[src/source/rooth_pkg.sv]
`default_nettype none

package rooth_pkg;

    // ----------------------------------------
    // Widths and sizes
    // ----------------------------------------

    // Data, instruction and program counter
    localparam int CPU_WIDTH      = 32;
    localparam int REG_ADDR_WIDTH = 5;
    localparam int REG_COUNT      = 32;
    localparam int CSR_ADDR_WIDTH = 12;

    // ----------------------------------------
    // Pipeline flow command
    // ----------------------------------------

    // Encoding 2'b11 is unused and treated as a refresh
    typedef enum logic [1:0] {
        FLOW_WORK    = 2'b00,
        FLOW_STOP    = 2'b01,
        FLOW_REFRESH = 2'b10
    } flow_e;

    // ----------------------------------------
    // Implemented machine CSRs
    // ----------------------------------------

    typedef enum logic [CSR_ADDR_WIDTH-1:0] {
        CSR_MSTATUS  = 12'h300,
        CSR_MTVEC    = 12'h305,
        CSR_MSCRATCH = 12'h340,
        CSR_MEPC     = 12'h341,
        CSR_MCAUSE   = 12'h342,
        CSR_MINSTRET = 12'hB02
    } csr_addr_e;

endpackage

`default_nettype wire
[src/source/wb_subsys.sv]
`default_nettype none

module wb_subsys (
    input  wire                                         clk,
    input  wire                                         rst_n,
    input  wire rooth_pkg::flow_e                       flow_wb_i,

    // Item from the memory stage
    input  wire [rooth_pkg::CPU_WIDTH-1:0]              inst_i,
    input  wire [rooth_pkg::CPU_WIDTH-1:0]              pc_i,
    input  wire                                         reg_wr_en_i,
    input  wire [rooth_pkg::REG_ADDR_WIDTH-1:0]         reg_wr_addr_i,
    input  wire [rooth_pkg::CPU_WIDTH-1:0]              reg_wr_data_i,
    input  wire                                         csr_wr_en_i,
    input  wire [rooth_pkg::CSR_ADDR_WIDTH-1:0]         csr_wr_addr_i,
    input  wire [rooth_pkg::CPU_WIDTH-1:0]              csr_wr_data_i,

    // Trace
    output logic [rooth_pkg::CPU_WIDTH-1:0]             inst_o,
    output logic [rooth_pkg::CPU_WIDTH-1:0]             pc_o,

    // Read ports
    input  wire [rooth_pkg::REG_ADDR_WIDTH-1:0]         rs1_addr_i,
    output logic [rooth_pkg::CPU_WIDTH-1:0]             rs1_data_o,
    input  wire [rooth_pkg::REG_ADDR_WIDTH-1:0]         rs2_addr_i,
    output logic [rooth_pkg::CPU_WIDTH-1:0]             rs2_data_o,
    input  wire [rooth_pkg::CSR_ADDR_WIDTH-1:0]         csr_rd_addr_i,
    output logic [rooth_pkg::CPU_WIDTH-1:0]             csr_rd_data_o
);

    logic                                reg_wr_en;
    logic [rooth_pkg::REG_ADDR_WIDTH-1:0] reg_wr_addr;
    logic [rooth_pkg::CPU_WIDTH-1:0]     reg_wr_data;
    logic                                csr_wr_en;
    logic [rooth_pkg::CSR_ADDR_WIDTH-1:0] csr_wr_addr;
    logic [rooth_pkg::CPU_WIDTH-1:0]     csr_wr_data;
    logic                                retire;

    // ----------------------------------------
    // MEM/WB register
    // ----------------------------------------

    wb_stage_reg i_wb_stage_reg (
        .clk           (clk),
        .rst_n         (rst_n),
        .flow_wb_i     (flow_wb_i),
        .inst_i        (inst_i),
        .pc_i          (pc_i),
        .reg_wr_en_i   (reg_wr_en_i),
        .reg_wr_addr_i (reg_wr_addr_i),
        .reg_wr_data_i (reg_wr_data_i),
        .csr_wr_en_i   (csr_wr_en_i),
        .csr_wr_addr_i (csr_wr_addr_i),
        .csr_wr_data_i (csr_wr_data_i),
        .inst_o        (inst_o),
        .pc_o          (pc_o),
        .reg_wr_en_o   (reg_wr_en),
        .reg_wr_addr_o (reg_wr_addr),
        .reg_wr_data_o (reg_wr_data),
        .csr_wr_en_o   (csr_wr_en),
        .csr_wr_addr_o (csr_wr_addr),
        .csr_wr_data_o (csr_wr_data),
        .retire_o      (retire)
    );

    // ----------------------------------------
    // Architectural state
    // ----------------------------------------

    reg_file i_reg_file (
        .clk        (clk),
        .rst_n      (rst_n),
        .wr_en_i    (reg_wr_en),
        .wr_addr_i  (reg_wr_addr),
        .wr_data_i  (reg_wr_data),
        .rs1_addr_i (rs1_addr_i),
        .rs2_addr_i (rs2_addr_i),
        .rs1_data_o (rs1_data_o),
        .rs2_data_o (rs2_data_o)
    );

    csr_file i_csr_file (
        .clk       (clk),
        .rst_n     (rst_n),
        .wr_en_i   (csr_wr_en),
        .wr_addr_i (csr_wr_addr),
        .wr_data_i (csr_wr_data),
        .retire_i  (retire),
        .rd_addr_i (csr_rd_addr_i),
        .rd_data_o (csr_rd_data_o)
    );

endmodule

`default_nettype wire

[src/source/csr_file.sv]
`default_nettype none

module csr_file (
    input  wire                                         clk,
    input  wire                                         rst_n,

    input  wire                                         wr_en_i,
    input  wire [rooth_pkg::CSR_ADDR_WIDTH-1:0]         wr_addr_i,
    input  wire [rooth_pkg::CPU_WIDTH-1:0]              wr_data_i,
    input  wire                                         retire_i,

    input  wire [rooth_pkg::CSR_ADDR_WIDTH-1:0]         rd_addr_i,
    output logic [rooth_pkg::CPU_WIDTH-1:0]             rd_data_o
);

    logic [rooth_pkg::CPU_WIDTH-1:0] mstatus_q;
    logic [rooth_pkg::CPU_WIDTH-1:0] mtvec_q;
    logic [rooth_pkg::CPU_WIDTH-1:0] mscratch_q;
    logic [rooth_pkg::CPU_WIDTH-1:0] mepc_q;
    logic [rooth_pkg::CPU_WIDTH-1:0] mcause_q;
    logic [rooth_pkg::CPU_WIDTH-1:0] minstret_q;

    logic                            wr_known;
    logic [rooth_pkg::CPU_WIDTH-1:0] wr_val;
    logic [rooth_pkg::CPU_WIDTH-1:0] rd_stored;

    // ----------------------------------------
    // Write decode
    // ----------------------------------------

    always_comb begin
        wr_known = 1'b1;
        wr_val   = wr_data_i;
        case (wr_addr_i)
            rooth_pkg::CSR_MSTATUS,
            rooth_pkg::CSR_MSCRATCH,
            rooth_pkg::CSR_MEPC,
            rooth_pkg::CSR_MCAUSE,
            rooth_pkg::CSR_MINSTRET: wr_val = wr_data_i;
            // Vector base is word aligned, mode bits kept at direct
            rooth_pkg::CSR_MTVEC:    wr_val = {wr_data_i[rooth_pkg::CPU_WIDTH-1:2], 2'b00};
            default:                 wr_known = 1'b0;
        endcase
    end

    // ----------------------------------------
    // Storage
    // ----------------------------------------

    always_ff @(posedge clk or negedge rst_n) begin
        if (!rst_n) begin
            mstatus_q  <= '0;
            mtvec_q    <= '0;
            mscratch_q <= '0;
            mepc_q     <= '0;
            mcause_q   <= '0;
        end else if (wr_en_i) begin
            case (wr_addr_i)
                rooth_pkg::CSR_MSTATUS:  mstatus_q  <= wr_val;
                rooth_pkg::CSR_MTVEC:    mtvec_q    <= wr_val;
                rooth_pkg::CSR_MSCRATCH: mscratch_q <= wr_val;
                rooth_pkg::CSR_MEPC:     mepc_q     <= wr_val;
                rooth_pkg::CSR_MCAUSE:   mcause_q   <= wr_val;
                default: ;
            endcase
        end
    end

    // Explicit write takes priority over the retire increment
    always_ff @(posedge clk or negedge rst_n) begin
        if (!rst_n) begin
            minstret_q <= '0;
        end else if (wr_en_i && (wr_addr_i == rooth_pkg::CSR_MINSTRET)) begin
            minstret_q <= wr_val;
        end else if (retire_i) begin
            minstret_q <= minstret_q + 1'b1;
        end
    end

    // ----------------------------------------
    // Read port
    // ----------------------------------------

    always_comb begin
        case (rd_addr_i)
            rooth_pkg::CSR_MSTATUS:  rd_stored = mstatus_q;
            rooth_pkg::CSR_MTVEC:    rd_stored = mtvec_q;
            rooth_pkg::CSR_MSCRATCH: rd_stored = mscratch_q;
            rooth_pkg::CSR_MEPC:     rd_stored = mepc_q;
            rooth_pkg::CSR_MCAUSE:   rd_stored = mcause_q;
            rooth_pkg::CSR_MINSTRET: rd_stored = minstret_q;
            default:                 rd_stored = '0;
        endcase
    end

    // Bypass only for implemented addresses
    assign rd_data_o = (wr_en_i && wr_known && (rd_addr_i == wr_addr_i)) ? wr_val : rd_stored;

    // ----------------------------------------
    // Checks
    // ----------------------------------------

    a_mtvec_align: assert property (@(posedge clk) disable iff (!rst_n)
        mtvec_q[1:0] == 2'b00);

endmodule

`default_nettype wire

[src/source/reg_file.sv]
`default_nettype none

module reg_file (
    input  wire                                         clk,
    input  wire                                         rst_n,

    input  wire                                         wr_en_i,
    input  wire [rooth_pkg::REG_ADDR_WIDTH-1:0]         wr_addr_i,
    input  wire [rooth_pkg::CPU_WIDTH-1:0]              wr_data_i,

    input  wire [rooth_pkg::REG_ADDR_WIDTH-1:0]         rs1_addr_i,
    input  wire [rooth_pkg::REG_ADDR_WIDTH-1:0]         rs2_addr_i,
    output logic [rooth_pkg::CPU_WIDTH-1:0]             rs1_data_o,
    output logic [rooth_pkg::CPU_WIDTH-1:0]             rs2_data_o
);

    logic [rooth_pkg::CPU_WIDTH-1:0] regs_q [rooth_pkg::REG_COUNT];
    logic                            wr_act;

    // x0 is never written
    assign wr_act = wr_en_i && (wr_addr_i != '0);

    // ----------------------------------------
    // Write port
    // ----------------------------------------

    always_ff @(posedge clk or negedge rst_n) begin
        if (!rst_n) begin
            for (int i = 0; i < rooth_pkg::REG_COUNT; i++) begin
                regs_q[i] <= '0;
            end
        end else if (wr_act) begin
            regs_q[wr_addr_i] <= wr_data_i;
        end
    end

    // ----------------------------------------
    // Read ports
    // ----------------------------------------

    // Zero register, then write-through, then storage
    function automatic logic [rooth_pkg::CPU_WIDTH-1:0] read_port(
        input logic [rooth_pkg::REG_ADDR_WIDTH-1:0] addr
    );
        logic [rooth_pkg::CPU_WIDTH-1:0] data;
        if (addr == '0) begin
            data = '0;
        end else if (wr_act && (wr_addr_i == addr)) begin
            data = wr_data_i;
        end else begin
            data = regs_q[addr];
        end
        return data;
    endfunction

    always_comb begin
        rs1_data_o = read_port(rs1_addr_i);
        rs2_data_o = read_port(rs2_addr_i);
    end

    // ----------------------------------------
    // Checks
    // ----------------------------------------

    a_x0_rs1: assert property (@(posedge clk) disable iff (!rst_n)
        (rs1_addr_i == '0) |-> (rs1_data_o == '0));

    a_x0_rs2: assert property (@(posedge clk) disable iff (!rst_n)
        (rs2_addr_i == '0) |-> (rs2_data_o == '0));

endmodule

`default_nettype wire

[src/source/wb_stage_reg.sv]
`default_nettype none

module wb_stage_reg (
    input  wire                                         clk,
    input  wire                                         rst_n,
    input  wire rooth_pkg::flow_e                       flow_wb_i,

    input  wire [rooth_pkg::CPU_WIDTH-1:0]              inst_i,
    input  wire [rooth_pkg::CPU_WIDTH-1:0]              pc_i,
    input  wire                                         reg_wr_en_i,
    input  wire [rooth_pkg::REG_ADDR_WIDTH-1:0]         reg_wr_addr_i,
    input  wire [rooth_pkg::CPU_WIDTH-1:0]              reg_wr_data_i,
    input  wire                                         csr_wr_en_i,
    input  wire [rooth_pkg::CSR_ADDR_WIDTH-1:0]         csr_wr_addr_i,
    input  wire [rooth_pkg::CPU_WIDTH-1:0]              csr_wr_data_i,

    output logic [rooth_pkg::CPU_WIDTH-1:0]             inst_o,
    output logic [rooth_pkg::CPU_WIDTH-1:0]             pc_o,
    output logic                                        reg_wr_en_o,
    output logic [rooth_pkg::REG_ADDR_WIDTH-1:0]        reg_wr_addr_o,
    output logic [rooth_pkg::CPU_WIDTH-1:0]             reg_wr_data_o,
    output logic                                        csr_wr_en_o,
    output logic [rooth_pkg::CSR_ADDR_WIDTH-1:0]        csr_wr_addr_o,
    output logic [rooth_pkg::CPU_WIDTH-1:0]             csr_wr_data_o,
    output logic                                        retire_o
);

    // ----------------------------------------
    // Stage register
    // ----------------------------------------

    always_ff @(posedge clk or negedge rst_n) begin
        if (!rst_n) begin
            inst_o        <= '0;
            pc_o          <= '0;
            reg_wr_en_o   <= 1'b0;
            reg_wr_addr_o <= '0;
            reg_wr_data_o <= '0;
            csr_wr_en_o   <= 1'b0;
            csr_wr_addr_o <= '0;
            csr_wr_data_o <= '0;
            retire_o      <= 1'b0;
        end else begin
            case (flow_wb_i)
                rooth_pkg::FLOW_WORK: begin
                    inst_o        <= inst_i;
                    pc_o          <= pc_i;
                    reg_wr_en_o   <= reg_wr_en_i;
                    reg_wr_addr_o <= reg_wr_addr_i;
                    reg_wr_data_o <= reg_wr_data_i;
                    csr_wr_en_o   <= csr_wr_en_i;
                    csr_wr_addr_o <= csr_wr_addr_i;
                    csr_wr_data_o <= csr_wr_data_i;
                    // A zero word is a bubble and does not retire
                    retire_o      <= (inst_i != '0);
                end
                rooth_pkg::FLOW_STOP: begin
                    // Item held, but it must only be counted once
                    retire_o <= 1'b0;
                end
                default: begin
                    inst_o        <= '0;
                    pc_o          <= '0;
                    reg_wr_en_o   <= 1'b0;
                    reg_wr_addr_o <= '0;
                    reg_wr_data_o <= '0;
                    csr_wr_en_o   <= 1'b0;
                    csr_wr_addr_o <= '0;
                    csr_wr_data_o <= '0;
                    retire_o      <= 1'b0;
                end
            endcase
        end
    end

    // ----------------------------------------
    // Checks
    // ----------------------------------------

    // Refresh or illegal command leaves a bubble with no side effects
    a_refresh_bubble: assert property (@(posedge clk) disable iff (!rst_n)
        !(flow_wb_i inside {rooth_pkg::FLOW_WORK, rooth_pkg::FLOW_STOP})
        |=> (!reg_wr_en_o && !csr_wr_en_o && !retire_o));

endmodule

`default_nettype wire

[config.mk]
export PLATFORM = sky130hd
export DESIGN_NAME = wb_subsys
export DESIGN_NICKNAME = d
export VERILOG_FILES = /design/src/source/rooth_pkg.sv /design/src/source/wb_subsys.sv /design/src/source/csr_file.sv /design/src/source/reg_file.sv /design/src/source/wb_stage_reg.sv
export SDC_FILE = /design/constraint.sdc
export NUM_CORES = 2
export LEC_CHECK = 0
export ABC_AREA = 0
export BUFFER_PORTS_ARGS = -buffer_cell sky130_fd_sc_hd__buf_4
export CAP_MARGIN = 20
export CORE_UTILIZATION = 60
export DETAILED_ROUTE_END_ITERATION = 10
export GPL_ROUTABILITY_DRIVEN = 0
export HOLD_SLACK_MARGIN = 0.06
export PLACE_DENSITY = 0.75
export SETUP_SLACK_MARGIN = 0.4
export SYNTH_ARGS = -nofsm -noshare
export SYNTH_HDL_FRONTEND = slang
export SYNTH_SLANG_ARGS = --single-unit
[constraint.sdc]
create_clock -name clk -period 3.3 [get_ports clk]
set_input_delay 0.495 -clock clk [delete_from_list [all_inputs] [get_ports clk]]
set_output_delay 0.495 -clock clk [all_outputs]
set_load 0.05 [all_outputs]
# == Word-level counts from Yosys, hierarchy flattened ==
# Index checks and enable logic that the tools add are counted.
# totals
out_inout_bits,160
latchBits,0
n_memories,0
register_bits,1364
mem_bits_rw,0
mem_bits_ro,0
# op_classes
bitwise_logic,3
addsub,1
div,0
magnitude_cmp,4
reduce_logical,19
n_mux,28
eq_ne,16
multipliers,0
n_shift,0
# ops
operator,n
$bwmux 1024,1
$mux 32,12
$bmux 32 s5,2
$pmux 32 s2,4
$pmux 32 s6,1
$demux 32 s5,1
$eq 12x10->1 const B,10
$add 32x1->32 const B,1
$reduce_bool 32->1,1
$eq 12x12->1 const B,2
$pmux 12 s2,1
$ge 6x6->1 const B,3
$not 5->6,3
$eq 12x12->1,1
$eq 5x5->1,2
$logic_not 5->1,2
$pmux 5 s2,1
$reduce_and 2->1,5
$logic_and 1x1->1,7
$lt 6x1->1 const B,1
$reduce_or 6->1,1
$reduce_bool 5->1,1
$pmux 1 s2,2
$eq 2x1->1 const B,1
other kinds (4),5

# == Depth between registers and ports, before layout ==
# logic_depth
ltp_word,6
depth_mapped,11
depth_no_buf,7

# == Cells and area by module ==
# From an unflattened synthesis, not the netlist that was laid out.
# hier_totals
cells_unflattened,5342
area_unflattened_um2,72090.4
# by_module_without_submodules
mod,cells_per_inst,instances,area_each_um2,seq_area_each_um2
reg_file,3944,1,55924.9,25624.6
csr_file,911,1,10018.4,4804.6
wb_stage_reg,487,1,6147.1,3703.6

# == Worst setup path before layout ==
# Ideal clock, no wire load.
# synth_timing
kind,input to output
from,input rs2_addr_i[0] (netlist name)
to,output rs2_data_o[25] (netlist name)
stages,9
required_time_ns,2.805
slack_ns,-0.466
t_arrival_ns,3.271
path_cell_list,buf_2 > buf_4 > buf_6 > buf_4 > mux2i_1 > a221oi_1 > o21ai_0 > a211o_1 > a221oi_1
# synth_via
elab_chain_cells,6
word_cells_on_any_way,9
# synth_lines
item,line,rtl
start: declaration,wb_subsys.sv:25,"input wire [rooth_pkg::REG_ADDR_WIDTH-1:0] rs2_addr_i,"
$not 5->6 (not written as such),reg_file.sv:51,data = regs_q[addr];
$bmux 32 s5,reg_file.sv:51,
$mux 32 (not written as such) (2 in a row),reg_file.sv:51,
$mux 32,reg_file.sv:48,end else if (wr_act && (wr_addr_i == addr)) begin
$mux 32 (*),reg_file.sv:46,if (addr == '0) begin
end: declaration,wb_subsys.sv:26,"output logic [rooth_pkg::CPU_WIDTH-1:0] rs2_data_o,"
# Mark *: on every way between the ends. The rest lies on a longest branch, timed or not. The select of a mux whose other input is x is not followed.

# == Final worst setup path ==
# layout_timing
from,register i_wb_stage_reg.csr_wr_addr_o[4] (netlist name)
to,output csr_rd_data_o[3] (netlist name)
# layout_via
elab_chain_cells,6
word_cells_on_any_way,12
# layout_lines
item,line,rtl
start: declaration,wb_stage_reg.sv:23,"output logic [rooth_pkg::CSR_ADDR_WIDTH-1:0] csr_wr_addr_o,"
start signal: assignment,wb_stage_reg.sv:52,csr_wr_addr_o <= csr_wr_addr_i;
$eq 12x10->1 / $eq 12x12->1 (equally long branches),csr_file.sv:34,case (wr_addr_i)
$reduce_or 6->1 (no line),--,
$mux 1,csr_file.sv:34,
$logic_and 1x1->1,csr_file.sv:97,assign rd_data_o = (wr_en_i && wr_known && (rd_addr_i == wr_addr_i)) ? wr_val : rd_stored;
$logic_and 1x1->1 (*),csr_file.sv:97,
$mux 32 (*),csr_file.sv:97,
end: declaration,wb_subsys.sv:28,output logic [rooth_pkg::CPU_WIDTH-1:0] csr_rd_data_o
# Mark *: on every way between the ends. The rest lies on a longest branch, timed or not.

==> results.toml <==
[status]
status = "finished, violations left"
violations = "setup timing"

[global_route]
antenna_found_initial = 7
grt_pass1_wl_mm = 331
grt_pass1_vias = 51600
grt_overflow = 0
grt_max_degree = 133
track_usage_pct = 37.8

[floorplan]
core_area_mm2 = 0.116
die_h_um = 344
die_area_mm2 = 0.119
initial_core_util_pct = 60.5
rows = 125
die_x_um = 344
ios = 333

[cts]
clk_pin_slew_ns = 0.06
cts_tree = "built"
clock_latency_ns = 0.78
clockBufferDepth = 3
cts_made_buffers = 147
cts_num_sinks = 1364
clockRootBuffer = "clkbuf_16"
h-tree-depth = 4

[sta]
hold_viol = 0
rsz0062_at_grt = "yes"
tightestPinTransition_ns = 1.03
min_period_ns = 3.75
slew_viol_final = 0
final-setup-viol-count = 96
fin_worst_skew_ns = 0.0188
fin_crit_sh_pct = 114
worst_slack_ns = -0.448
hold_ws_ns = 0.143
relSlewSlack_pct = 31.2
fmax_mhz = 267

[worst_hold_path]
hold_path.class = "in2reg"
holdPathStages = 2

[setup_path]
reg2reg_depth = 7
critical_path_class = "reg2out"
cp-end-kind = "primary output"
cp_max_fo = 8
critical_path_arrival_ns = 3.25
cp_data_required_time_ns = 2.80
startpoint_type = "flop"

[synthesis]
yosys-top-cells-count = "dfrtp_1, mux2_2, mux4_2"
yosys-top-cells-area = "dfrtp_1, mux2_2, mux4_2"
ys_types = 59
syn-num-nets = 5201
synth_edf_count = 0
dominantRegCellSynth = "dfrtp_1"
ys_ff_latch = 1364
synth_top_cell_by_area = "dfrtp_1"
synth_top_area_share_pct = 48.5
synth.most_common_cell = "dfrtp_1"
ys_seq_area_share_pct = 48.5
netlist_instances = 5027
synth_area_mm2 = 0.0703
avgSynthCellArea_um2 = 14.0
yosys_warnings = 0
async_flop_share_pct = 100

[placed_design]
placed_cell_area_mm2 = 0.0772
place_hpwl_mm = 132
port_buffers = 332

[cells_and_area]
drive_above_1_share_pct = 49.4
nNetsFinal = 5707
final_cell_area_mm2 = 0.0862
diodes = 0
fill_cells = 7074
area_growth_pct = 22.6

[routing]
wl_per_cell_um = 30.9
wl_mm = 221
firstDrtPassIters = 6
vias_per_cell = 6.92
ant_nets = 0
num_vias = 49600
drc = 0
drtIter0Drc = 5244

[pwr]
ir_drop_mv = 0.578
power.density_mw_per_mm2 = 453
leakage_nw = 40.9

[job]
drv_cap = 0
registers in the layout, summed over array words and instances, names as in the netlist:
name,count
i_reg_file.regs_q,1024
i_csr_file.mcause_q,32
i_csr_file.mepc_q,32
i_csr_file.minstret_q,32
i_csr_file.mscratch_q,32
i_csr_file.mstatus_q,32
i_csr_file.mtvec_q,32
i_wb_stage_reg.csr_wr_data_o,32
i_wb_stage_reg.inst_o,32
i_wb_stage_reg.pc_o,32
i_wb_stage_reg.reg_wr_data_o,32
i_wb_stage_reg.csr_wr_addr_o,12
i_wb_stage_reg.reg_wr_addr_o,5
i_wb_stage_reg.csr_wr_en_o,1
i_wb_stage_reg.reg_wr_en_o,1
i_wb_stage_reg.retire_o,1
routing by layer:
layer	wire length [µm]	track usage (%)	up-vias
li1	-	-	20100
met1	85600	51.7	26200
met2	102000	57.7	2764
met3	22700	9.52	629
met4	10700	16.6	8
met5	52	0	-
worst paths after layout:
| path | start | end | slack (ns) |
|---|---|---|---|
| min in group asynchronous | rst_n | i_reg_file.regs_q[479]$_DFFE_PN0P_ | 0.30 |
| hold reg to reg | i_reg_file.regs_q[996]$_DFFE_PN0P_ | i_reg_file.regs_q[996]$_DFFE_PN0P_ | 0.39 |
| hold / removal | flow_wb_i[1] | i_wb_stage_reg.csr_wr_addr_o[9]$_DFFE_PN0P_ | 0.14 |
| setup / recovery | i_wb_stage_reg.csr_wr_addr_o[4]$_DFFE_PN0P_ | csr_rd_data_o[3] | -0.45 |
| setup reg to reg | i_wb_stage_reg.csr_wr_addr_o[4]$_DFFE_PN0P_ | i_csr_file.mscratch_q[11]$_DFFE_PN0P_ | 0.19 |
| max in group asynchronous | rst_n | i_csr_file.mstatus_q[20]$_DFFE_PN0P_ | 1.81 |
where the power goes:
part,switching (mW),leakage (nW),internal [mW],total [mW]
clock,7.11,2.43,9.90,17.0
combinational,2.42,19.5,1.93,4.35
sequential,0.488,18.9,17.2,17.7
total,10.0,40.9,29.0,39.1
logic make-up (layout without fill, tap and decap cells):
logic type,count (synthesis),count (layout),share of synthesized area [%]
simple gates,597,597,3.95
xor+xnor,53,53,0.660
buf+inv,532,1154,3.20
fa+ha+maj,2,2,0.0320
compound gates,516,516,4.94
flops,1364,1364,48.5
mux,1963,1963,38.7
cell type report:
| type | instances | area, µm² | area share (%) |
|---|---|---|---|
| inverters | 15 | 56.3 | 0.0653 |
| flip-flops and latches | 1364 | 34100 | 39.6 |
| multi-input cells | 3131 | 35700 | 41.4 |
| clock inverters | 47 | 643 | 0.746 |
| repair buffers | 874 | 9410 | 10.9 |
| well taps | 1524 | 1910 | 2.21 |
| clock buffers | 218 | 4350 | 5.04 |
metrics by stage:
stage	utilization [%]	cells	setup TNS, ns	setup slack, ns	power [mW]
2_1_floorplan	-	5027	0	0.297	20.2
3_3_place_gp	66.4	6689	0	0.0670	21.9
3_5_place_dp	66.4	6689	0	0.0597	22.0
4_1_cts	73.5	7156	-20.97	-0.426	39.1
5_1_grt	74.2	7173	-30.71	-0.486	40.1
6_report	74.2	7173	-23.97	-0.448	39.1
critical path: stages (launching register included):
cell and delay, ns:
dfrtp_1 0.42, buf_4 0.16, xor2_1 0.14, nor4_1 0.30, nand2_1 0.14, or4_4 0.63, buf_12 0.18, mux2_4 0.33
buf_6 0.16
placed cells by master, fill, tap and decap left out, types with 15 or more instances in the layout:
| cell type | n |
|---|---|
| dfrtp_1 | 1360 |
| mux2_2 | 1044 |
| mux4_2 | 490 |
| buf_4 | 456 |
| mux2i_1 | 334 |
| nor2_1 | 209 |
| a22oi_1 | 160 |
| clkbuf_16 | 153 |
| dlygate4sd3_1 | 148 |
| buf_12 | 118 |
| buf_6 | 99 |
| nand2_1 | 95 |
| mux2_4 | 92 |
| a21oi_1 | 85 |
| o21ai_0 | 70 |
| a221oi_1 | 63 |
| o21ai_4 | 48 |
| nand3_1 | 47 |
| nor2b_1 | 45 |
| nand2_4 | 43 |
| a211oi_1 | 42 |
| clkbuf_8 | 40 |
| xor2_1 | 36 |
| buf_8 | 33 |
| clkbuf_1 | 31 |
| nand2_2 | 19 |
| nor3_1 | 15 |
| inv_1 | 15 |
| nand4_1 | 15 |
| nor2_4 | 15 |
| clkinv_2 | 15 |
what timing repair did:
action,CTS,global route
buffers inserted,46,9
setup endpoints to repair,96,104
hold buffers,148,0
pin swaps,36,23
endpoints found under the hold margin,399,0
cloned,8,6
resized for setup,270,132
Note: power is estimated with default switching activity, not from simulation.
